===== config.mk =====
export PLATFORM = sky130hd
export DESIGN_NAME = cpu_top
export DESIGN_NICKNAME = d
export VERILOG_FILES = /design/src/rtl/cpu_pkg.sv /design/src/rtl/fetch_unit.sv /design/src/rtl/inst_queue.sv /design/src/rtl/reg_file.sv /design/src/rtl/exec_unit.sv /design/src/rtl/cpu_top.sv
export SDC_FILE = /design/constraint.sdc
export NUM_CORES = 2
export LEC_CHECK = 0
export ABC_CLOCK_PERIOD_IN_PS = 9850
export CAP_MARGIN = 20
export CELL_PAD_IN_SITES_DETAIL_PLACEMENT = 1
export CELL_PAD_IN_SITES_GLOBAL_PLACEMENT = 1
export CORE_UTILIZATION = 40
export CTS_BUF_LIST = sky130_fd_sc_hd__clkbuf_2
export DETAILED_ROUTE_END_ITERATION = 7
export DONT_BUFFER_PORTS = 1
export GPL_ROUTABILITY_DRIVEN = 0
export PLACE_DENSITY = 0.7
export SYNTH_ARGS = -nofsm -noshare
export SYNTH_HDL_FRONTEND = slang
export SYNTH_SLANG_ARGS = --single-unit

===== constraint.sdc =====
create_clock -name clk -period 9.85 [get_ports clk]
set_clock_uncertainty 0.05 [all_clocks]
set_input_delay 0.985 -clock clk [delete_from_list [all_inputs] [get_ports clk]]
set_output_delay 0.985 -clock clk [all_outputs]
set_load 0.01 [all_outputs]

===== src/rtl/cpu_pkg.sv =====
`default_nettype none

package cpu_pkg;

    // Datapath widths
    typedef logic [31:0] u32_t;
    typedef logic [31:0] virt_t;
    typedef logic [31:0] inst_t;
    typedef logic [4:0]  reg_idx_t;

    // Instruction queue sizing
    localparam int IQ_DEPTH = 4;
    localparam int IQ_CNT_W = $clog2(IQ_DEPTH + 1);
    localparam int IQ_PTR_W = (IQ_DEPTH > 1) ? $clog2(IQ_DEPTH) : 1;

    typedef logic [IQ_CNT_W-1:0] iq_cnt_t;
    typedef logic [IQ_PTR_W-1:0] iq_ptr_t;

    // Occupancy of a full queue, also the starting credit count
    localparam iq_cnt_t IQ_FULL = iq_cnt_t'(IQ_DEPTH);

    localparam virt_t RESET_PC = 32'h1c000000;

    // LA32R opcode fields

    // Bits 31 to 22
    localparam logic [9:0]  OP_ADDI_W = 10'b0000001010;
    // Bits 31 to 15
    localparam logic [16:0] OP_ADD_W  = 17'b00000000000100000;
    // Bits 31 to 26
    localparam logic [5:0]  OP_BEQ    = 6'b010110;
    localparam logic [5:0]  OP_B      = 6'b010100;

    // One outstanding icache request at a time
    typedef enum logic [1:0] {
        FETCH_IDLE,
        FETCH_WAIT,
        FETCH_DROP
    } fetch_state_t;

endpackage

`default_nettype wire


===== src/rtl/fetch_unit.sv =====
`timescale 1ns/1ps
`default_nettype none

module fetch_unit
    import cpu_pkg::*;
(
    input  logic  clk,
    input  logic  rst,
    input  logic  icache_ready,
    input  inst_t icache_data,
    output logic  icache_req,
    output virt_t icache_pa,
    output logic  iq_push,
    output virt_t iq_pc,
    output inst_t iq_inst,
    input  logic  credit_return,
    input  logic  redirect,
    input  virt_t redirect_pc
);

    fetch_state_t state;
    virt_t        pc;
    virt_t        req_pa;
    iq_cnt_t      credits;
    logic         start;

    // Only ask the icache when the queue has promised a slot
    assign start = (state == FETCH_IDLE) && (credits != '0) && !redirect;

    assign icache_req = (state != FETCH_IDLE);
    assign icache_pa  = req_pa;

    // Answer is dropped if a redirect lands in the same cycle
    assign iq_push = (state == FETCH_WAIT) && icache_ready && !redirect;
    assign iq_pc   = req_pa;
    assign iq_inst = icache_data;

    always_ff @(posedge clk) begin
        if (rst) begin
            state <= FETCH_IDLE;
        end else begin
            unique case (state)
                FETCH_IDLE: begin
                    if (start) begin
                        state <= FETCH_WAIT;
                    end
                end
                FETCH_WAIT: begin
                    if (icache_ready) begin
                        state <= FETCH_IDLE;
                    end else if (redirect) begin
                        state <= FETCH_DROP;
                    end
                end
                FETCH_DROP: begin
                    if (icache_ready) begin
                        state <= FETCH_IDLE;
                    end
                end
                default: state <= FETCH_IDLE;
            endcase
        end
    end

    always_ff @(posedge clk) begin
        if (rst) begin
            pc     <= RESET_PC;
            req_pa <= RESET_PC;
        end else begin
            if (redirect) begin
                pc <= redirect_pc;
            end else if (iq_push) begin
                pc <= pc + 32'd4;
            end
            if (start) begin
                req_pa <= pc;
            end
        end
    end

    // Queue is emptied on redirect so every slot is free again
    always_ff @(posedge clk) begin
        if (rst || redirect) begin
            credits <= IQ_FULL;
        end else begin
            case ({iq_push, credit_return})
                2'b10:   credits <= credits - iq_cnt_t'(1);
                2'b01:   credits <= credits + iq_cnt_t'(1);
                default: credits <= credits;
            endcase
        end
    end

    credit_bound_a: assert property (@(posedge clk) disable iff (rst)
        credits <= IQ_FULL);

    pa_stable_a: assert property (@(posedge clk) disable iff (rst)
        icache_req && !icache_ready |=> icache_req && $stable(icache_pa));

endmodule

`default_nettype wire


===== src/rtl/inst_queue.sv =====
`timescale 1ns/1ps
`default_nettype none

module inst_queue
    import cpu_pkg::*;
(
    input  logic  clk,
    input  logic  rst,
    input  logic  iq_push,
    input  virt_t iq_pc,
    input  inst_t iq_inst,
    input  logic  iq_pop,
    input  logic  redirect,
    output logic  iq_valid,
    output virt_t iq_head_pc,
    output inst_t iq_head_inst,
    output logic  credit_return
);

    virt_t   pc_mem   [IQ_DEPTH];
    inst_t   inst_mem [IQ_DEPTH];
    iq_ptr_t wr_ptr;
    iq_ptr_t rd_ptr;
    iq_cnt_t count;
    logic    do_pop;

    function automatic iq_ptr_t ptr_inc(input iq_ptr_t p);
        return (p == iq_ptr_t'(IQ_DEPTH - 1)) ? '0 : p + iq_ptr_t'(1);
    endfunction

    assign iq_valid     = (count != '0);
    assign do_pop       = iq_pop && iq_valid;
    assign iq_head_pc   = pc_mem[rd_ptr];
    assign iq_head_inst = inst_mem[rd_ptr];

    // One credit back to fetch for each slot freed
    assign credit_return = do_pop;

    always_ff @(posedge clk) begin
        if (iq_push) begin
            pc_mem[wr_ptr]   <= iq_pc;
            inst_mem[wr_ptr] <= iq_inst;
        end
    end

    always_ff @(posedge clk) begin
        if (rst || redirect) begin
            wr_ptr <= '0;
            rd_ptr <= '0;
            count  <= '0;
        end else begin
            if (iq_push) begin
                wr_ptr <= ptr_inc(wr_ptr);
            end
            if (do_pop) begin
                rd_ptr <= ptr_inc(rd_ptr);
            end
            case ({iq_push, do_pop})
                2'b10:   count <= count + iq_cnt_t'(1);
                2'b01:   count <= count - iq_cnt_t'(1);
                default: count <= count;
            endcase
        end
    end

    // Fetch credits must keep pushes away from a full queue
    no_push_full_a: assert property (@(posedge clk) disable iff (rst)
        iq_push |-> count != IQ_FULL);

endmodule

`default_nettype wire


===== src/rtl/reg_file.sv =====
`timescale 1ns/1ps
`default_nettype none

module reg_file
    import cpu_pkg::*;
(
    input  logic     clk,
    input  logic     rst,
    input  reg_idx_t rj,
    input  reg_idx_t rkd,
    output u32_t     rj_data,
    output u32_t     rkd_data,
    input  logic     we,
    input  reg_idx_t rd,
    input  u32_t     rd_data
);

    // r0 has no storage
    u32_t regs [1:31];

    assign rj_data  = (rj == '0) ? '0 : regs[rj];
    assign rkd_data = (rkd == '0) ? '0 : regs[rkd];

    always_ff @(posedge clk) begin
        if (rst) begin
            for (int i = 1; i < 32; i++) begin
                regs[i] <= '0;
            end
        end else if (we && (rd != '0)) begin
            regs[rd] <= rd_data;
        end
    end

endmodule

`default_nettype wire


===== src/rtl/exec_unit.sv =====
`timescale 1ns/1ps
`default_nettype none

module exec_unit
    import cpu_pkg::*;
(
    input  logic       clk,
    input  logic       rst,
    input  logic       hold,

    input  logic       iq_valid,
    input  virt_t      iq_head_pc,
    input  inst_t      iq_head_inst,
    output logic       iq_pop,

    output reg_idx_t   rj,
    output reg_idx_t   rkd,
    input  u32_t       rj_data,
    input  u32_t       rkd_data,
    output logic       reg_we,
    output reg_idx_t   rd,
    output u32_t       rd_data,

    output logic       redirect,
    output virt_t      redirect_pc,

    output u32_t       debug0_wb_pc,
    output logic [3:0] debug0_wb_rf_wen,
    output reg_idx_t   debug0_wb_rf_wnum,
    output u32_t       debug0_wb_rf_wdata,
    output inst_t      debug0_wb_inst
);

    logic     fire;
    logic     is_addi;
    logic     is_add;
    logic     is_beq;
    logic     is_b;
    logic     writes_rd;
    logic     taken;
    reg_idx_t rd_f;
    reg_idx_t rk_f;
    u32_t     si12_ext;
    virt_t    br_offs;
    u32_t     result;

    // Retire the head whenever one is there and nothing holds us
    assign fire   = iq_valid && !hold;
    assign iq_pop = fire;

    assign is_addi = (iq_head_inst[31:22] == OP_ADDI_W);
    assign is_add  = (iq_head_inst[31:15] == OP_ADD_W);
    assign is_beq  = (iq_head_inst[31:26] == OP_BEQ);
    assign is_b    = (iq_head_inst[31:26] == OP_B);

    assign writes_rd = is_addi || is_add;

    assign rd_f = iq_head_inst[4:0];
    assign rk_f = iq_head_inst[14:10];
    assign rj   = iq_head_inst[9:5];

    // BEQ compares against rd, so rd goes out on the second port
    assign rkd = is_beq ? rd_f : rk_f;

    assign si12_ext = {{20{iq_head_inst[21]}}, iq_head_inst[21:10]};

    always_comb begin
        if (is_b) begin
            // offs26 is split, high part sits in bits 9 to 0
            br_offs = {{4{iq_head_inst[9]}}, iq_head_inst[9:0],
                       iq_head_inst[25:10], 2'b00};
        end else begin
            br_offs = {{14{iq_head_inst[25]}}, iq_head_inst[25:10], 2'b00};
        end
    end

    assign result = is_addi ? (rj_data + si12_ext) : (rj_data + rkd_data);
    assign taken  = is_b || (is_beq && (rj_data == rkd_data));

    assign reg_we  = fire && writes_rd;
    assign rd      = rd_f;
    assign rd_data = result;

    assign redirect    = fire && taken;
    assign redirect_pc = iq_head_pc + br_offs;

    // Trace is zero between retires, a non-zero pc marks a retire
    always_ff @(posedge clk) begin
        if (rst || !fire) begin
            debug0_wb_pc       <= '0;
            debug0_wb_rf_wen   <= '0;
            debug0_wb_rf_wnum  <= '0;
            debug0_wb_rf_wdata <= '0;
            debug0_wb_inst     <= '0;
        end else begin
            debug0_wb_pc       <= iq_head_pc;
            debug0_wb_rf_wen   <= {4{writes_rd && (rd_f != '0)}};
            debug0_wb_rf_wnum  <= rd_f;
            debug0_wb_rf_wdata <= result;
            debug0_wb_inst     <= iq_head_inst;
        end
    end

endmodule

`default_nettype wire


===== src/rtl/cpu_top.sv =====
`timescale 1ns/1ps
`default_nettype none

module cpu_top
    import cpu_pkg::*;
(
    input  logic       clk,
    input  logic       rst,
    input  logic       hold,

    output logic       icache_req,
    output virt_t      icache_pa,
    input  logic       icache_ready,
    input  inst_t      icache_data,

    output u32_t       debug0_wb_pc,
    output logic [3:0] debug0_wb_rf_wen,
    output reg_idx_t   debug0_wb_rf_wnum,
    output u32_t       debug0_wb_rf_wdata,
    output inst_t      debug0_wb_inst
);

    // Fetch to queue
    logic  iq_push;
    virt_t iq_pc;
    inst_t iq_inst;
    logic  credit_return;

    // Queue to execute
    logic  iq_valid;
    virt_t iq_head_pc;
    inst_t iq_head_inst;
    logic  iq_pop;

    // Branch flush
    logic  redirect;
    virt_t redirect_pc;

    reg_idx_t rj, rkd, rd;
    u32_t     rj_data, rkd_data, rd_data;
    logic     reg_we;

    fetch_unit u_fetch_unit (
        .clk, .rst,
        .icache_ready, .icache_data, .icache_req, .icache_pa,
        .iq_push, .iq_pc, .iq_inst, .credit_return,
        .redirect, .redirect_pc
    );

    inst_queue u_inst_queue (
        .clk, .rst,
        .iq_push, .iq_pc, .iq_inst, .iq_pop, .redirect,
        .iq_valid, .iq_head_pc, .iq_head_inst, .credit_return
    );

    reg_file u_reg_file (
        .clk, .rst,
        .rj, .rkd, .rj_data, .rkd_data,
        .we(reg_we), .rd, .rd_data
    );

    exec_unit u_exec_unit (
        .clk, .rst, .hold,
        .iq_valid, .iq_head_pc, .iq_head_inst, .iq_pop,
        .rj, .rkd, .rj_data, .rkd_data, .reg_we, .rd, .rd_data,
        .redirect, .redirect_pc,
        .debug0_wb_pc, .debug0_wb_rf_wen, .debug0_wb_rf_wnum,
        .debug0_wb_rf_wdata, .debug0_wb_inst
    );

endmodule

`default_nettype wire


==> impl_metrics.tcl <==
set metrics [dict create \
    outcome "completed" \
    layout_common_cells "edfxtp_1, nor2_1, clkbuf_2" \
    yosysSeqAreaShare 0.577 \
    wl_met2_um 139000 \
    synth_area_sq_um 72700 \
    ys_async_sr_fraction 0 \
    power_leakage_nw 29.5 \
    postCtsSetupBuffers 0 \
    critPathMaxStageDelay_ps 800 \
    hold_viol 0 \
    synth_ff_type "edfxtp_1" \
    gr-total-overflow 0 \
    finalNetCount 6281 \
    ant_nets 0 \
    crit_arrival_ps 11170 \
    maxSlewHeadroom 0.0870 \
    setup_ws_ps 233 \
    worst_pin_slew_ps 1370 \
    clkLatencyLatePin_ps 2020 \
    layout_min_cycle_time_ps 9620 \
    maxCapViolations 0 \
    grt_pass1_wl_um 445000 \
    dp.cells 8056 \
    synth-seq-cells 1455 \
    slew_viol_final 0 \
    core_area_sq_um 181000 \
    startpoint_type "register" \
    syn-mean-instance-area_sq_um 12.1 \
    h-tree-depth 5 \
    fmax_mhz 104 \
    port_buffers 0 \
    drt_iter0_drc 9858 \
    dp_hpwl_um 186000 \
    layout.cells.non_filler 8859 \
    rsz0062_at_grt "no" \
    place_ws_ps 516 \
    powerDensity_nw_per_um2 321 \
    cts.clk_slew.worst_paths_ps 150 \
    via_count 59500 \
    clock-sinks 1455 \
    wl_met1_um 114000 \
    antenna_found_initial 23 \
    io_pins 174 \
    critPathRequiredTime_ps 11400 \
    crit_type "register to register" \
    wl_per_cell_um 36.2 \
    ys_warn_count 0 \
    path_buf_inv 4 \
    crit_family "compound AO/OA/AOI/OAI gates" \
    vias_per_cell 6.71 \
    vdd_drop_max_mv 0.692 \
    chipWidth_um 428 \
    synth-edff-count 1280 \
    globalRouteTotalUtil 0.342 \
    worstSetupEndpointType "register" \
    die_area_sq_um 183000 \
    critical_path.max_fanout 55 \
    fin_util 0.444 \
    initial_core_util 0.402 \
    hold_path_class "primary input to register" \
    grt_pass1_vias 59100 \
    mostFrequentLayoutCell "edfxtp_1" \
    highest_layer "met5" \
    cts_root_buf "clkbuf_2" \
    slowest_stage "a2111oi_1" \
    ys_types 93 \
    wl_met3_um 47000 \
    num_rows 156 \
    syn_to_final_growth_pct 10.3 \
    cts_tree "done" \
    report.power.total_mw 25.7 \
    final.period_utilization 0.976 \
    grt_max_degree 126 \
    syn_inst 5995 \
    finalSetupViolations 0 \
    drive_gt1_frac 0.214 \
    route.detailed.drc 0 \
    wl_um 321000 \
    clock_path_buffers 4 \
    numCtsBuffers 401 \
    first_pass_iters 8 \
    dieHeight_um 428 \
    tns_ps 0 \
]
## cell families (layout without fill, tap and decap cells)
logic type / after synthesis / count (layout) / share of synthesized area
compound gates: 855 / 855 / 0.0806
other cells: 1 / 53 / 0.0000516
simple gates: 2335 / 2335 / 0.139
xor+xnor: 122 / 122 / 0.0147
mux: 523 / 523 / 0.137
buf+inv: 633 / 1075 / 0.0382
fa+ha+maj: 71 / 71 / 0.0126
flops: 1455 / 1455 / 0.577
## power by group
part | internal, mW | switching, mW
logic | 3.71 | 10.2
registers | 7.13 | 0.264
clock network | 1.68 | 2.77
## stage by stage
stage / hold WS (ps) / area (sq um)
after floorplan: 410 / 72800
after global placement: 428 / 75700
after detailed placement: 437 / 75700
after CTS: 3.13 / 80100
after global routing: 64.8 / 80100
final: 178 / 80200
## cells in the mapped netlist, types with 46 or more instances
cell type  number  area share
nand3_1       306       0.021
a32oi_1        46      0.0055
ha_1           67       0.012
nand4_1        50      0.0043
xnor2_1        77      0.0093
a211oi_1      107       0.011
edfxtp_1     1280        0.53
nor3_1         84      0.0058
dfxtp_1       175       0.048
inv_1          86      0.0044
a21oi_1       123      0.0085
and2_1         64      0.0055
o21ai_0       208       0.014
clkbuf_1      337       0.017
nor2_1       1187       0.061
mux4_2        378        0.12
mux2i_1       131       0.018
a31oi_1        70      0.0060
buf_2         122      0.0084
and3_1         96      0.0083
nand2_1       437       0.023
## layout make-up
type | instances | area [sq um]
diodes | 21 | 52.6
clock buffers | 595 | 2980
clock inverters | 102 | 489
fillers | 19200 | 100000
inverters | 86 | 328
multi-input cells | 3938 | 28800
flip-flops and latches | 1455 | 41900
well taps | 2370 | 2970
repair buffers | 292 | 2640
## worst register-to-register path, cell delays in order, from the launching register on
cell       delay (ps)
dfxtp_4           790
mux4_2            660
or3_1             750
nor3_4            350
buf_4             390
buf_4             640
a211oi_1          170
a22o_1            230
a2111oi_1         800
o32ai_2           310
nor2_1            150
nor2_1             70
ha_1              310
inv_1              80
o21bai_1          160
a21oi_1           130
o21ai_0           390
a21o_1            190
a21o_1            210
a211oi_1          100
nor2_1            410
o41a_1            240
o211ai_1          100
a21boi_0          780
o21a_1            240
buf_4             370
nor3_1            140
## routing by layer
| metal | vias up | GRT usage |
|---|---|---|
| li1 | 22900 | - |
| met2 | 5141 | 0.502 |
| met4 | 31 | 0.199 |
| met3 | 1231 | 0.130 |
| met1 | 30100 | 0.432 |
| met5 | - | 0.000260 |
## flip-flops by register name (all words and copies together), names as in the netlist, 2 cells and up, named ones only
| register | flops |
|---|---|
| u_inst_queue.rd_ptr | 2 |
| u_reg_file.regs | 1024 |
| u_inst_queue.count | 3 |
| u_fetch_unit.pc | 32 |
| u_fetch_unit.icache_pa | 32 |
| u_exec_unit.debug0_wb_pc | 32 |
| u_exec_unit.debug0_wb_inst | 32 |
| u_inst_queue.wr_ptr | 2 |
| u_exec_unit.debug0_wb_rf_wdata | 32 |
| u_inst_queue.pc_mem | 128 |
| u_inst_queue.inst_mem | 128 |
| u_fetch_unit.state | 2 |
| u_fetch_unit.credits | 3 |
## worst paths after layout
path / startpoint / end / slack [ps] / depth (start not counted)
max: register / u_reg_file.regs[2][22] / 230 / 26
max reg2reg: register / u_reg_file.regs[2][22] / 230 / 26
min: icache_data[20] / u_inst_queue.inst_mem[1][20] / 180 / 2
min reg2reg: u_fetch_unit.icache_pa[2] / u_inst_queue.pc_mem[1][2] / 420 / 0
## repair_timing
item,4_1_cts,5_1_grt
hold endpoints to repair,1064,0
setup endpoints to repair,0,15
gates resized for setup,0,1
hold buffers,81,0
Power figures use the tool's default switching activity.
